`config.mk`:
```
export PLATFORM = sky130hd
export DESIGN_NAME = clock_calendar_top
export DESIGN_NICKNAME = d
export VERILOG_FILES = /design/src/hw/clock_pkg.sv /design/src/hw/vga_if.sv /design/src/hw/calendar.sv /design/src/hw/clock_calendar_top.sv /design/src/hw/pixel_gen.sv /design/src/hw/time_counter.sv /design/src/hw/vga_controller.sv
export VERILOG_INCLUDE_DIRS = /design/src /design/src/include
export SDC_FILE = /design/constraint.sdc
export NUM_CORES = 1
export LEC_CHECK = 0
export BUFFER_PORTS_ARGS = -buffer_cell sky130_fd_sc_hd__buf_2
export CORE_MARGIN = 2
export CORE_UTILIZATION = 61
export CTS_CLUSTER_SIZE = 25
export DETAILED_ROUTE_END_ITERATION = 7
export PLACE_DENSITY = 0.84
export SLEW_MARGIN = 20
export SYNTH_ARGS = -nofsm -noshare
export SYNTH_HDL_FRONTEND = slang
export SYNTH_SLANG_ARGS = --single-unit
```
`constraint.sdc`:
```
create_clock -name clk_100MHz -period 5.1 [get_ports clk_100MHz]
set_input_delay 0 -clock clk_100MHz [delete_from_list [all_inputs] [get_ports clk_100MHz]]
set_output_delay 0 -clock clk_100MHz [all_outputs]
set_load 0.1 [all_outputs]
```
`src/include/clock_colors.svh`:
```
`ifndef CLOCK_COLORS_SVH
`define CLOCK_COLORS_SVH

// 12-bit rgb, 4 bits per channel, r in the top nibble
localparam logic [11:0] COLOR_BG   = 12'h113;  // dark blue backdrop
localparam logic [11:0] COLOR_TIME = 12'h0f4;  // green time digits
localparam logic [11:0] COLOR_DATE = 12'hfa0;  // amber date digits
localparam logic [11:0] COLOR_MARK = 12'hf22;  // red pm block

`endif
```
`src/hw/clock_pkg.sv`:
```
`default_nettype none

package clock_pkg;

    //////////////////////////////////////////////////
    // bcd digit records
    typedef struct packed {
        logic [3:0] hr_10s;
        logic [3:0] hr_1s;
        logic [3:0] min_10s;
        logic [3:0] min_1s;
        logic [3:0] sec_10s;
        logic [3:0] sec_1s;
        logic       am_pm;      // 1 = pm
    } time_bcd_t;

    typedef struct packed {
        logic [3:0] mon_10s;
        logic [3:0] mon_1s;
        logic [3:0] day_10s;
        logic [3:0] day_1s;
        logic [3:0] cent_10s;
        logic [3:0] cent_1s;
        logic [3:0] year_10s;
        logic [3:0] year_1s;
    } date_bcd_t;

    //////////////////////////////////////////////////
    // 640x480 at 60 Hz, pixels and lines
    localparam logic [9:0] H_ACTIVE = 10'd640;
    localparam logic [9:0] H_FRONT  = 10'd16;
    localparam logic [9:0] H_SYNC   = 10'd96;
    localparam logic [9:0] H_BACK   = 10'd48;
    localparam logic [9:0] V_ACTIVE = 10'd480;
    localparam logic [9:0] V_FRONT  = 10'd10;
    localparam logic [9:0] V_SYNC   = 10'd2;
    localparam logic [9:0] V_BACK   = 10'd33;

    typedef enum logic [1:0] {ACTIVE, FRONT, SYNC, BACK} sync_phase_t;

    // two-digit bcd step, wraps from last back to first
    function automatic logic [7:0] bcd_inc(input logic [7:0] v,
                                           input logic [7:0] last,
                                           input logic [7:0] first);
        if (v == last)
            return first;
        if (v[3:0] == 4'd9)
            return {v[7:4] + 4'd1, 4'd0};  // carry into tens
        return v + 8'd1;
    endfunction

endpackage

`default_nettype wire

```
`src/hw/vga_if.sv`:
```
`timescale 1ns/1ps
`default_nettype none

// raster position from the timing generator to the pixel path
interface vga_if;
    logic [9:0] x;          // pixel column, 0..799
    logic [9:0] y;          // line, 0..524
    logic       video_on;   // inside the 640x480 window
    logic       p_tick;     // 25 MHz pixel strobe

    modport source (
        output x, y, video_on, p_tick
    );

    modport sink (
        input x, y, video_on, p_tick
    );
endinterface

`default_nettype wire

```
`src/hw/calendar.sv`:
```
`timescale 1ns/1ps
`default_nettype none

module calendar
    import clock_pkg::*;
(
    input  wire       clk_100MHz,
    input  wire       rst_n,
    input  wire       day_carry,
    input  wire       inc_month,
    input  wire       inc_day,
    input  wire       inc_year,
    input  wire       inc_cent,
    output date_bcd_t date_digits
);

    date_bcd_t  d;
    logic [7:0] mon;
    logic [7:0] day;
    logic [7:0] yr;
    logic [7:0] cen;
    logic [7:0] len_now;
    logic [7:0] mon_n;
    logic [7:0] yr_n;
    logic [7:0] cen_n;
    logic [7:0] len_n;
    logic [7:0] day_n;

    // 10 = 2 mod 4, so an odd tens digit needs ones of 2 or 6
    function automatic logic div4(input logic [7:0] v);
        if (v[4])
            return (v[3:0] == 4'd2) || (v[3:0] == 4'd6);
        return (v[3:0] == 4'd0) || (v[3:0] == 4'd4) || (v[3:0] == 4'd8);
    endfunction

    function automatic logic [7:0] month_len(input logic [7:0] m,
                                             input logic [7:0] y,
                                             input logic [7:0] c);
        logic leap;
        leap = (y == 8'h00) ? div4(c) : div4(y);  // century years use the century
        case (m)
            8'h02:                      return leap ? 8'h29 : 8'h28;
            8'h04, 8'h06, 8'h09, 8'h11: return 8'h30;
            default:                    return 8'h31;
        endcase
    endfunction

    assign mon = {d.mon_10s, d.mon_1s};
    assign day = {d.day_10s, d.day_1s};
    assign yr  = {d.year_10s, d.year_1s};
    assign cen = {d.cent_10s, d.cent_1s};

    assign len_now = month_len(mon, yr, cen);

    //////////////////////////////////////////////////
    // set path, day is held inside the new month
    assign mon_n = inc_month ? bcd_inc(mon, 8'h12, 8'h01) : mon;
    assign yr_n  = inc_year  ? bcd_inc(yr, 8'h99, 8'h00)  : yr;
    assign cen_n = inc_cent  ? bcd_inc(cen, 8'h99, 8'h00) : cen;
    assign len_n = month_len(mon_n, yr_n, cen_n);
    assign day_n = inc_day   ? bcd_inc(day, len_n, 8'h01) : day;

    always_ff @(posedge clk_100MHz) begin
        if (!rst_n) begin
            d <= '{mon_1s: 4'd1, day_1s: 4'd1, cent_10s: 4'd2, default: '0};  // 01/01/2000
        end else if (day_carry) begin
            {d.day_10s, d.day_1s} <= bcd_inc(day, len_now, 8'h01);
            if (day == len_now) begin
                {d.mon_10s, d.mon_1s} <= bcd_inc(mon, 8'h12, 8'h01);
                if (mon == 8'h12) begin
                    {d.year_10s, d.year_1s} <= bcd_inc(yr, 8'h99, 8'h00);
                    if (yr == 8'h99)
                        {d.cent_10s, d.cent_1s} <= bcd_inc(cen, 8'h99, 8'h00);
                end
            end
        end else begin
            {d.mon_10s, d.mon_1s}   <= mon_n;
            {d.year_10s, d.year_1s} <= yr_n;
            {d.cent_10s, d.cent_1s} <= cen_n;
            {d.day_10s, d.day_1s}   <= (day_n > len_n) ? len_n : day_n;  // clamp
        end
    end

    assign date_digits = d;

    a_day_in_month: assert property (@(posedge clk_100MHz) disable iff (!rst_n)
        (day != 8'h00) && (day <= len_now));

endmodule

`default_nettype wire

```
`src/hw/clock_calendar_top.sv`:
```
`timescale 1ns/1ps
`default_nettype none

module clock_calendar_top
    import clock_pkg::*;
#(
    parameter int TICKS_PER_SEC = 100_000_000
) (
    input  wire         clk_100MHz,
    input  wire         rst_n,
    input  wire         inc_hr,         // set pulses, already debounced
    input  wire         inc_min,
    input  wire         toggle_am_pm,
    input  wire         inc_month,
    input  wire         inc_day,
    input  wire         inc_year,
    input  wire         inc_cent,
    output logic        blink,          // 1 Hz led
    output logic        hsync,          // vga connector
    output logic        vsync,
    output logic [11:0] rgb,
    output logic [24:0] time_digits,    // digit readout
    output logic [31:0] date_digits
);

    time_bcd_t time_now;
    date_bcd_t date_now;
    logic      day_carry;

    vga_if vga ();

    vga_controller u_vga_controller (
        .clk_100MHz (clk_100MHz),
        .rst_n      (rst_n),
        .vga        (vga.source),
        .hsync      (hsync),
        .vsync      (vsync)
    );

    time_counter #(
        .TICKS_PER_SEC (TICKS_PER_SEC)
    ) u_time_counter (
        .clk_100MHz   (clk_100MHz),
        .rst_n        (rst_n),
        .inc_hr       (inc_hr),
        .inc_min      (inc_min),
        .toggle_am_pm (toggle_am_pm),
        .time_digits  (time_now),
        .day_carry    (day_carry),
        .blink        (blink)
    );

    calendar u_calendar (
        .clk_100MHz  (clk_100MHz),
        .rst_n       (rst_n),
        .day_carry   (day_carry),
        .inc_month   (inc_month),
        .inc_day     (inc_day),
        .inc_year    (inc_year),
        .inc_cent    (inc_cent),
        .date_digits (date_now)
    );

    pixel_gen u_pixel_gen (
        .clk_100MHz  (clk_100MHz),
        .rst_n       (rst_n),
        .vga         (vga.sink),
        .time_digits (time_now),
        .date_digits (date_now),
        .rgb         (rgb)
    );

    assign time_digits = time_now;
    assign date_digits = date_now;

endmodule

`default_nettype wire

```
`src/hw/pixel_gen.sv`:
```
`timescale 1ns/1ps
`default_nettype none

module pixel_gen
    import clock_pkg::*;
(
    input  wire        clk_100MHz,
    input  wire        rst_n,
    vga_if.sink        vga,
    input  wire        time_bcd_t time_digits,
    input  wire        date_bcd_t date_digits,
    output logic [11:0] rgb
);

    `include "clock_colors.svh"

    localparam logic [9:0] TIME_Y0 = 10'd144;  // top of the time row
    localparam logic [9:0] DATE_Y0 = 10'd288;  // top of the date row
    localparam logic [9:0] CELL_H  = 10'd48;

    logic       in_time_row;
    logic       in_date_row;
    logic [4:0] col;
    logic [4:0] lx;
    logic [9:0] row_y;
    logic [5:0] ly;
    logic [3:0] digit;
    logic       has_digit;
    logic       lit_digit;
    logic       lit_mark;

    // bars in order a b c d e f g
    function automatic logic [6:0] seg_decode(input logic [3:0] v);
        case (v)
            4'd0:    return 7'b1111110;
            4'd1:    return 7'b0110000;
            4'd2:    return 7'b1101101;
            4'd3:    return 7'b1111001;
            4'd4:    return 7'b0110011;
            4'd5:    return 7'b1011011;
            4'd6:    return 7'b1011111;
            4'd7:    return 7'b1110000;
            4'd8:    return 7'b1111111;
            4'd9:    return 7'b1111011;
            default: return 7'b0000000;
        endcase
    endfunction

    // which bars cover this spot of a 32x48 cell
    function automatic logic [6:0] bar_hits(input logic [4:0] px, input logic [5:0] py);
        logic mid_x;
        logic top_y;
        logic bot_y;
        mid_x = (px >= 5'd6) && (px <= 5'd25);
        top_y = (py >= 6'd4) && (py <= 6'd23);
        bot_y = (py >= 6'd24) && (py <= 6'd43);
        return {mid_x && (py >= 6'd2) && (py <= 6'd5),
                (px >= 5'd24) && (px <= 5'd27) && top_y,
                (px >= 5'd24) && (px <= 5'd27) && bot_y,
                mid_x && (py >= 6'd42) && (py <= 6'd45),
                (px >= 5'd4) && (px <= 5'd7) && bot_y,
                (px >= 5'd4) && (px <= 5'd7) && top_y,
                mid_x && (py >= 6'd22) && (py <= 6'd25)};
    endfunction

    assign col         = vga.x[9:5];  // 20 columns of 32 px
    assign lx          = vga.x[4:0];
    assign in_time_row = (vga.y >= TIME_Y0) && (vga.y < TIME_Y0 + CELL_H);
    assign in_date_row = (vga.y >= DATE_Y0) && (vga.y < DATE_Y0 + CELL_H);
    assign row_y       = in_time_row ? vga.y - TIME_Y0 : vga.y - DATE_Y0;
    assign ly          = row_y[5:0];

    //////////////////////////////////////////////////
    // cell layout, HH MM SS pm and MM DD CCYY
    always_comb begin
        digit     = 4'd0;
        has_digit = 1'b1;
        if (in_time_row) begin
            case (col)
                5'd4:    digit = time_digits.hr_10s;
                5'd5:    digit = time_digits.hr_1s;
                5'd7:    digit = time_digits.min_10s;
                5'd8:    digit = time_digits.min_1s;
                5'd10:   digit = time_digits.sec_10s;
                5'd11:   digit = time_digits.sec_1s;
                default: has_digit = 1'b0;
            endcase
        end else if (in_date_row) begin
            case (col)
                5'd4:    digit = date_digits.mon_10s;
                5'd5:    digit = date_digits.mon_1s;
                5'd7:    digit = date_digits.day_10s;
                5'd8:    digit = date_digits.day_1s;
                5'd10:   digit = date_digits.cent_10s;
                5'd11:   digit = date_digits.cent_1s;
                5'd12:   digit = date_digits.year_10s;
                5'd13:   digit = date_digits.year_1s;
                default: has_digit = 1'b0;
            endcase
        end else begin
            has_digit = 1'b0;
        end
    end

    assign lit_digit = has_digit && |(seg_decode(digit) & bar_hits(lx, ly));
    assign lit_mark  = in_time_row && (col == 5'd13) && time_digits.am_pm
                       && (lx >= 5'd4) && (lx <= 5'd27) && (ly >= 6'd16) && (ly <= 6'd31);

    always_ff @(posedge clk_100MHz) begin
        if (!rst_n)
            rgb <= 12'h000;
        else if (vga.p_tick) begin
            if (!vga.video_on)
                rgb <= 12'h000;  // blank outside the window
            else if (lit_digit)
                rgb <= in_time_row ? COLOR_TIME : COLOR_DATE;
            else if (lit_mark)
                rgb <= COLOR_MARK;
            else
                rgb <= COLOR_BG;
        end
    end

endmodule

`default_nettype wire

```
`src/hw/time_counter.sv`:
```
`timescale 1ns/1ps
`default_nettype none

module time_counter
    import clock_pkg::*;
#(
    parameter int TICKS_PER_SEC = 100_000_000
) (
    input  wire       clk_100MHz,
    input  wire       rst_n,
    input  wire       inc_hr,
    input  wire       inc_min,
    input  wire       toggle_am_pm,
    output time_bcd_t time_digits,
    output logic      day_carry,
    output logic      blink
);

    localparam int CNT_W = (TICKS_PER_SEC > 1) ? $clog2(TICKS_PER_SEC) : 1;

    logic [CNT_W-1:0] tick_cnt;
    logic             tick;
    time_bcd_t        t;
    logic [7:0]       hr;
    logic [7:0]       mn;
    logic [7:0]       sc;
    logic             at_midnight;

    //////////////////////////////////////////////////
    // one second timebase
    always_ff @(posedge clk_100MHz) begin
        if (!rst_n)
            tick_cnt <= '0;
        else if (tick)
            tick_cnt <= '0;
        else
            tick_cnt <= tick_cnt + 1'b1;
    end

    assign tick  = (tick_cnt == CNT_W'(TICKS_PER_SEC - 1));
    assign blink = (tick_cnt < CNT_W'(TICKS_PER_SEC / 2));  // first half of the second

    assign hr = {t.hr_10s, t.hr_1s};
    assign mn = {t.min_10s, t.min_1s};
    assign sc = {t.sec_10s, t.sec_1s};

    // 11:59:59 pm, next tick starts a new day
    assign at_midnight = t.am_pm && (hr == 8'h11) && (mn == 8'h59) && (sc == 8'h59);
    assign day_carry   = tick && at_midnight;

    //////////////////////////////////////////////////
    // cascaded digits, set pulses only between ticks
    always_ff @(posedge clk_100MHz) begin
        if (!rst_n) begin
            t <= '{hr_10s: 4'd1, hr_1s: 4'd2, default: '0};  // 12:00:00 am
        end else if (tick) begin
            {t.sec_10s, t.sec_1s} <= bcd_inc(sc, 8'h59, 8'h00);
            if (sc == 8'h59) begin
                {t.min_10s, t.min_1s} <= bcd_inc(mn, 8'h59, 8'h00);
                if (mn == 8'h59) begin
                    {t.hr_10s, t.hr_1s} <= bcd_inc(hr, 8'h12, 8'h01);
                    if (hr == 8'h11)
                        t.am_pm <= ~t.am_pm;  // 11 -> 12 flips the half day
                end
            end
        end else begin
            if (inc_hr)
                {t.hr_10s, t.hr_1s} <= bcd_inc(hr, 8'h12, 8'h01);
            if (inc_min)
                {t.min_10s, t.min_1s} <= bcd_inc(mn, 8'h59, 8'h00);
            if (toggle_am_pm)
                t.am_pm <= ~t.am_pm;
        end
    end

    assign time_digits = t;

    a_tens_range: assert property (@(posedge clk_100MHz) disable iff (!rst_n)
        (t.min_10s <= 4'd5) && (t.sec_10s <= 4'd5));

    a_hour_range: assert property (@(posedge clk_100MHz) disable iff (!rst_n)
        (hr >= 8'h01) && (hr <= 8'h12) && (t.hr_1s <= 4'd9));

endmodule

`default_nettype wire

```
`src/hw/vga_controller.sv`:
```
`timescale 1ns/1ps
`default_nettype none

module vga_controller
    import clock_pkg::*;
(
    input  wire  clk_100MHz,
    input  wire  rst_n,
    vga_if.source vga,
    output logic hsync,
    output logic vsync
);

    localparam logic [9:0] H_TOTAL = H_ACTIVE + H_FRONT + H_SYNC + H_BACK;  // 800
    localparam logic [9:0] V_TOTAL = V_ACTIVE + V_FRONT + V_SYNC + V_BACK;  // 525

    logic [1:0]  pix_div;
    logic [9:0]  h_count;
    logic [9:0]  v_count;
    sync_phase_t h_phase;
    sync_phase_t v_phase;

    // same porch layout on both axes
    function automatic sync_phase_t phase_of(input logic [9:0] cnt,
                                             input logic [9:0] active,
                                             input logic [9:0] front,
                                             input logic [9:0] sync);
        if (cnt < active)
            return ACTIVE;
        if (cnt < active + front)
            return FRONT;
        if (cnt < active + front + sync)
            return SYNC;
        return BACK;
    endfunction

    //////////////////////////////////////////////////
    // pixel strobe and raster counters
    always_ff @(posedge clk_100MHz) begin
        if (!rst_n) begin
            pix_div <= 2'd0;
            h_count <= 10'd0;
            v_count <= 10'd0;
        end else begin
            pix_div <= pix_div + 2'd1;
            if (vga.p_tick) begin
                if (h_count == H_TOTAL - 10'd1) begin
                    h_count <= 10'd0;
                    v_count <= (v_count == V_TOTAL - 10'd1) ? 10'd0 : v_count + 10'd1;
                end else begin
                    h_count <= h_count + 10'd1;
                end
            end
        end
    end

    assign vga.p_tick   = (pix_div == 2'd3);  // one cycle in four
    assign vga.x        = h_count;
    assign vga.y        = v_count;
    assign h_phase      = phase_of(h_count, H_ACTIVE, H_FRONT, H_SYNC);
    assign v_phase      = phase_of(v_count, V_ACTIVE, V_FRONT, V_SYNC);
    assign vga.video_on = (h_phase == ACTIVE) && (v_phase == ACTIVE);

    // sync levels trail the counters by one clock
    always_ff @(posedge clk_100MHz) begin
        if (!rst_n) begin
            hsync <= 1'b1;
            vsync <= 1'b1;
        end else begin
            hsync <= (h_phase != SYNC);  // active low
            vsync <= (v_phase != SYNC);
        end
    end

    a_no_sync_in_window: assert property (@(posedge clk_100MHz) disable iff (!rst_n)
        !(!hsync && vga.video_on));

endmodule

`default_nettype wire

```
---- After elaboration in Yosys (flattened, before gate mapping) ----
Memory sizes are Yosys's and may differ from the RTL's.
Index checks and enable logic that the tools add are counted.
word-level totals
  bits in registers ....................... 120
  memory bits (read-only) ................. 112
  input port bits ......................... 9
  word-level logic and storage cells ...... 410
  memories ................................ 1
cells by class
  add/subtract/negate cells ............... 20
  $lt $le $gt $ge ......................... 30
  equal/unequal tests ..................... 62
  multiplexer cells ....................... 205
  bitwise logic cells ..................... 3
  reduce and logical (&&, ||, !) cells .... 66
memory list
  name             depth  bits a word  read ports  clocked after Yosys merged registers in  wr ports  RTL line         text
  (no name shown)  16     7            1           0                                        0         pixel_gen.sv:34  case (v)
operator list
  operator                                              number
  two-way mux 8 bit                                     52
  two-way mux 1 bit                                     123
  two-way mux 16 bit                                    4
  adder 8 x 1 -> 8 bit, second input constant           7
  two-way mux 12 bit                                    4
  equality test 4 bit, second input constant            11
  equality test 8 x 5 -> 1 bit, second input constant   5
  < comparator 10 x 9 -> 1 bit, second input constant   4
  equality test 4 x 3 -> 1 bit, second input constant   8
  equality test 8 x 3 -> 1 bit, second input constant   4
  two-way mux 32 bit                                    1
  one-hot mux 4 bit (8 select lines)                    1
  one-hot mux 8 bit (2 select lines)                    2
  < comparator 10 bit, second input constant            3
  logical AND 1 bit                                     29
  adder 4 x 1 -> 4 bit, second input constant           7
  adder 27 x 1 -> 27 bit, second input constant         1
  equality test 27 bit, second input constant           1
  < comparator 27 x 26 -> 1 bit, second input constant  1
  equality test 5 x 4 -> 1 bit, second input constant   5
  two-way mux 2 bit                                     12
  one-hot mux 4 bit (6 select lines)                    1
  adder 10 x 1 -> 10 bit, second input constant         2
  equality test 10 bit, second input constant           2
  other kinds (46)                                      96

---- Logic depth before layout (Yosys ltp) ----
  word-level depth ........................ 23
  gate-level depth with buffers ........... 21
  gate-level depth less buffers ........... 20

---- By module ----
A second synthesis with hierarchy kept.
unflattened totals
  cell total of the unflattened synthesis .. 1,130
  area total of the unflattened synthesis .. 9,058.7 µm²
by module, submodules not included
  module          instances  cells an instance  area an instance (µm²)  sequential area each (µm²)
  calendar        1          426                3,219.3                 640.6
  time_counter    1          345                2,862.7                 1,041.0
  pixel_gen       1          235                1,816.7                 160.2
  vga_controller  1          124                1,159.9                 480.5

---- Worst setup path before layout ----
Ideal clock, no wire load.
  path type ............................... register -> register
  start ................................... register u_calendar.d (netlist bit u_calendar.date_digits[28])
  end ..................................... register u_calendar.d (netlist bit u_calendar.date_digits[17])
  library setup time ...................... 0.087 ns
  arrival ................................. 4.522 ns
  slack ................................... 0.491 ns
  cell stages (with the launch flop) ...... 21
  period minus slack after synthesis ...... 4.609 ns
  cells stage by stage .................... dfxtp_1 > clkbuf_1 > inv_1 > ha_1 > o32ai_2 > a221o_1 > a21boi_2 > a21bo_1 > nor2b_4 > xnor2_2 > nor2_2 > nor2_1 > a21o_1 > ha_1 > nand3_1 > nor2_1 > o31a_1 > a21oi_1 > o22a_2 > or3_1 > o31ai_1
on the way
  word-level cells in the longest chain between the ends .. 15
  elaborated cells on any way between the ends .. 34
  classes of those cells .................. add/sub: 2; order compare: 1; eq/ne: 13; mux: 16; reduce/logical: 2
ends and longest elaborated chain
  element                                               RTL line         text
  start, declared                                       calendar.sv:17   date_bcd_t d;
  adder 4 x 1 -> 4 bit                                  clock_pkg.sv:48  return {v[7:4] + 4'd1, 4'd0};
  two-way mux 8 bit                                     clock_pkg.sv:47  if (v[3:0] == 4'd9)
  two-way mux 8 bit                                     clock_pkg.sv:49  return v + 8'd1;
  two-way mux 8 bit                                     clock_pkg.sv:47
  two-way mux 8 bit                                     calendar.sv:57   assign mon_n = inc_month ? bcd_inc(mon, 8'h12, 8'h01) : mon;
  equality test 8 x 3 -> 1 bit (tied with other cells)  calendar.sv:41   case (m)
  OR reduction 4 bit                                    calendar.sv:41
  one-hot mux 8 bit (2 select lines)                    calendar.sv:41
  equality test 8 bit                                   clock_pkg.sv:45  if (v == last)
  two-way mux 1 bit                                     clock_pkg.sv:45
  two-way mux 8 bit                                     clock_pkg.sv:47
  two-way mux 8 bit                                     calendar.sv:61   assign day_n = inc_day ? bcd_inc(day, len_n, 8'h01) : day;
  greater-than comparator 8 bit                         calendar.sv:80   {d.day_10s, d.day_1s} <= (day_n > len_n) ? len_n : day_n;
  two-way mux 8 bit                                     calendar.sv:80
  two-way mux 32 bit (*)                                calendar.sv:66   end else if (day_carry) begin
Mark *: on every way between the ends. The rest lies on a longest branch, timed or not. The select of a mux whose other input is x is not followed.
A chain may end at the register's enable or synchronous reset.

---- Worst setup path in the final report ----
  start ................................... register u_vga_controller.v_count[4], in the netlist u_vga_controller.vga.y[4]
  end ..................................... register u_pixel_gen.rgb[4]
on the way
  word-level cells in the longest chain between the ends .. 11
  elaborated cells on any way between the ends .. 67
  classes of those cells .................. add/sub: 2; order compare: 19; mux: 20; bitwise: 1; reduce/logical: 24; memory: 1
ends and longest elaborated chain
  element                                                                                      RTL line                            text
  start, declared                                                                              vga_controller.sv:19                logic [9:0] v_count;
  start signal, assigned                                                                       vga_controller.sv:49                v_count <= (v_count == V_TOTAL - 10'd1) ? 10'd0 : v_count + 10'd1;
  greater-or-equal comparator 10 x 8 -> 1 bit or < comparator 10 x 8 -> 1 bit (tied branches)  pixel_gen.sv:68                     assign in_time_row = (vga.y >= TIME_Y0) && (vga.y < TIME_Y0 + CELL_H);
  logical AND 1 bit                                                                            pixel_gen.sv:68
  two-way mux 6 bit or logical AND 1 bit (tied branches)                                       pixel_gen.sv:70, pixel_gen.sv:106
  greater-or-equal comparator 6 x 5 -> 1 bit (tied with other cells)                           pixel_gen.sv:63                     mid_x && (py >= 6'd22) && (py <= 6'd25)};
  logical AND 1 bit (tied with other cells) (2 in series)                                      pixel_gen.sv:63
  bitwise AND 7 bit or logical AND 1 bit (tied branches)                                       pixel_gen.sv:105, pixel_gen.sv:107
  OR reduction 7 bit or logical AND 1 bit (tied branches)                                      pixel_gen.sv:105, pixel_gen.sv:107
  logical AND 1 bit or two-way mux 12 bit (tied branches)                                      pixel_gen.sv:105, pixel_gen.sv:117
  two-way mux 12 bit                                                                           pixel_gen.sv:115                    else if (lit_digit)
  two-way mux 12 bit (*)                                                                       pixel_gen.sv:113                    if (!vga.video_on)
  end signal, assigned                                                                         pixel_gen.sv:116                    rgb <= in_time_row ? COLOR_TIME : COLOR_DATE;
  end, declared                                                                                pixel_gen.sv:12                     output logic [11:0] rgb
Marked as above.

==> flow_summary.toml <==
[synthesis]
synth-seq-cells = 116
synth_area_um2 = 8444
synth_flop_cell = "dfxtp_1"
yosysTopAreaCell = "dfxtp_1"
synthTopCellsByArea = "dfxtp_1 28%, ha_1 6.2%, nor2_1 5.3%, nand2_1 5.0%, xnor2_1 3.8%"
postSynthAreaPerCell_um2 = 7.526
synth_async_sr_flop_share_pct = 0
synthCells = 1122
synth_nets = 1173
yosysSeqAreaShare_pct = 27.50
synth_top_cell_area_share_pct = 27.50
yosys_warnings = 0
ys_types = 87
synth_edf_count = 0

[timing]
min_period_over_period_pct = 88.37
max_freq_ghz = 0.2219
slew_headroom_pct = 32.55
setup_viol = 0
rsz0062_at_grt = "no"
tightestPinTransition_ns = 0.9836
finalHoldViolations = 0
final_max_slew_viol_count = 0
period_minus_slack_ns = 4.507
fin_skew_ns = 0.01352
setup-tns-final_ns = 0

[route]
drt_iter0_markers = 892
first_pass_iters = 7
vias = 8411
drtAntennaViolNets = 0
drc = 0
via_per_inst = 6.230
wl_per_cell_um = 16.54
routed_wl_um = 22330

[clock_network]
cts_made_buffers = 17
clkTransAtPathRegs_ns = 0.05
cts-root-buf = "clkbuf_16"
cts_tree = "yes"
worstSkewPairLatency_ns = 0.42
clock-sinks = 116
h-tree-depth = 4
clock_path_buffers = 2

[layout]
drive_gt1_share_pct = 12.86
syn2layout_area_growth_pct = 12.22
num_antenna_cells = 0
final.fill_count = 1156
final_cells = 1350
mostFrequentLayoutCells = "120 x nor2_1, 116 x dfxtp_1, 112 x nand2_1"
regArea_um2 = 2322
fin_nets = 1213
multi_input_area_um2 = 5672
layout_commonest_cell = "nor2_1"

[power]
internal_power_mw = 1.911
pwr-share-seq_pct = 37.0
ir_worst_vdd_mv = 0.2407
pwr_density_cell_nw_per_um2 = 279.8
power_frac_comb_pct = 14.0
power.share.switching_pct = 27.94
p_sw_uw = 740.9
leakage_nw = 3.571
clockPowerShare_pct = 49.0

[run_status]
status = "completed"

[floorplanning]
die_h_um = 121.7
fp-row-count = 42
dieArea_um2 = 14800
start_util_pct = 63.02
core_area_um2 = 13400
die_w_um = 121.7
num_io_pins = 81

[place]
hpwlAfterDp_um = 15600
placedCellCount = 1319
portBuffers = 79
routabilityCongestion = 0.9587

[setup_path]
cpLargestDelayFamily = "compound AO/OA/AOI/OAI gates"
start_kind = "flop"
r2r_end = "u_pixel_gen.rgb[4]$_SDFFE_PN0P_"
cp_common_cell = "a21oi_1"
setup.worst_path.end_class = "flop"
critical_path_class = "reg -> reg"
worstSetupEndpoint = "u_pixel_gen.rgb[4]$_SDFFE_PN0P_"
critPathRequiredTime_ns = 5.46
timing.rr.start = "u_vga_controller.vga.y[4]$_SDFFE_PN0P_"
cpPeakStageDelay_ns = 0.56
path_depth = 20
cp_cell_sequence = "ha_1 > or4bb_1 > a21oi_1 > buf_4 > nor3b_2 > o21ai_0 > nand2_1 > inv_1 > ha_1 > nand2_1 > nor2_1 > a21oi_1 > nor3_1 > a31oi_1 > o22ai_1 > a21oi_1 > o22ai_1 > o32a_1 > nor3_1 > a221o_1"
cp.arrival_ns = 4.87
worst-r2r-cell-count = 20
critPathSlowestCell = "dfxtp_1"
critPathLaunch = "u_vga_controller.vga.y[4]$_SDFFE_PN0P_"
r2r_slack_ns = 0.59
cp_num_buf_inv = 2
crit_fanout = 12

[global_route]
grt_pass1_wl_um = 37320
grt_pass1_vias = 7845
grtUsageTotal_pct = 30.96
overflow = 0
grt_start_max_net_pins = 55
antenna_found_initial = 1

[worst_hold_path]
min_path_cells = 4
worstHoldPathType = "in -> reg"

[flow_run]
max-cap-violations = 0
## sequential cells by signal, indices dropped and copies added, names as in the netlist
name and count:
u_time_counter.tick_cnt 27, u_pixel_gen.rgb 8, u_vga_controller.vga.y 10, u_vga_controller.pix_div 2
u_time_counter.time_digits 25, u_calendar.date_digits 32, u_vga_controller.vga.x 10, u_vga_controller.hsync 1
u_vga_controller.vsync 1
## cell families (layout without fill, tap and decap cells)
family | after synthesis | in the layout | share of synthesized area [%]
xor+xnor | 65 | 65 | 6.831
mux | 15 | 15 | 1.867
fa+ha+maj | 42 | 42 | 6.223
buf+inv | 112 | 164 | 5.393
simple gates | 510 | 510 | 31.75
other cells | 1 | 1 | 0.04441
compound gates | 261 | 261 | 20.39
flops | 116 | 116 | 27.50
## worst reg2reg max path, stage by stage, from the launching register on
cell     delay, ns
dfxtp_1       0.56
ha_1          0.23
or4bb_1       0.48
a21oi_1       0.18
buf_4         0.21
nor3b_2       0.33
o21ai_0       0.14
nand2_1       0.22
inv_1         0.12
ha_1          0.32
nand2_1       0.08
nor2_1        0.05
a21oi_1       0.15
nor3_1        0.07
a31oi_1       0.16
o22ai_1       0.09
a21oi_1       0.15
o22ai_1       0.09
o32a_1        0.43
nor3_1        0.25
a221o_1       0.15
## worst min-delay path by stage
stage	startpoint	endpoint
after detailed placement	u_vga_controller.pix_div[0]$_SDFF_PN0_	u_vga_controller.pix_div[0]$_SDFF_PN0_
after floorplan	rst_n	u_vga_controller.vsync$_SDFF_PN1_
final	toggle_am_pm	u_time_counter.time_digits[0]$_SDFFE_PN0P_
after global routing	toggle_am_pm	u_time_counter.time_digits[0]$_SDFFE_PN0P_
after global placement	toggle_am_pm	u_time_counter.time_digits[0]$_SDFFE_PN0P_
after CTS	toggle_am_pm	u_time_counter.time_digits[0]$_SDFFE_PN0P_
## cell type report
cell class	instances	share of cell area [%]
multi-input combinational	894	59.85
sequential	116	24.50
clock inverter	10	1.901
inverter	45	1.782
clock buffer	21	4.753
timing repair buffer	88	4.885
tap	176	2.324
## what timing repair did
item	in CTS	in global routing
gates resized for setup	0	1
endpoints found under the setup margin	0	2
hold buffers	0	0
setup buffers	0	0
## power by group through the flow
stage                     registers, mW  clock network (mW)  logic [mW]
after global placement            0.997                   0       0.361
after floorplan                    1.09                   0       0.206
after detailed placement          0.998                   0       0.366
after CTS                         0.979                1.30       0.370
after global routing              0.986                1.35       0.402
final                             0.981                1.30       0.372
## stage by stage
stage	util, %	instance area, um^2	setup WS (ns)	power, mW	hold WS, ns
after floorplan	-	8444	0.4911	1.296	0.1496
after global placement	65.98	8841	0.8088	1.358	0.3992
after detailed placement	65.98	8841	0.5709	1.364	0.4146
after CTS	70.68	9472	0.4696	2.652	0.02322
after global routing	70.72	9477	0.2272	2.733	0.07530
final	70.72	9477	0.5929	2.652	0.02811
## synthesized netlist by cell type (12+ instances only)
| cell type | number |
|---|---|
| nand4_1 | 27 |
| a31oi_1 | 12 |
| nor2_1 | 120 |
| clkbuf_1 | 52 |
| inv_1 | 45 |
| dfxtp_1 | 116 |
| o21ai_0 | 63 |
| a22oi_1 | 12 |
| or3_1 | 15 |
| a21boi_0 | 13 |
| a21oi_1 | 56 |
| nor3b_1 | 13 |
| xnor2_1 | 37 |
| ha_1 | 42 |
| nor3_1 | 34 |
| o22ai_1 | 12 |
| xor2_1 | 27 |
| nor2b_1 | 27 |
| nand2b_1 | 13 |
| nand3_1 | 48 |
| and2_1 | 23 |
| nand2_1 | 112 |
## layer usage
layer	GRT usage, %	wire, um
met5	0	13
met2	51.51	10500
met1	39.18	9722
met3	6.929	1488
met4	11.93	606
Power figures use the tool's default switching activity.
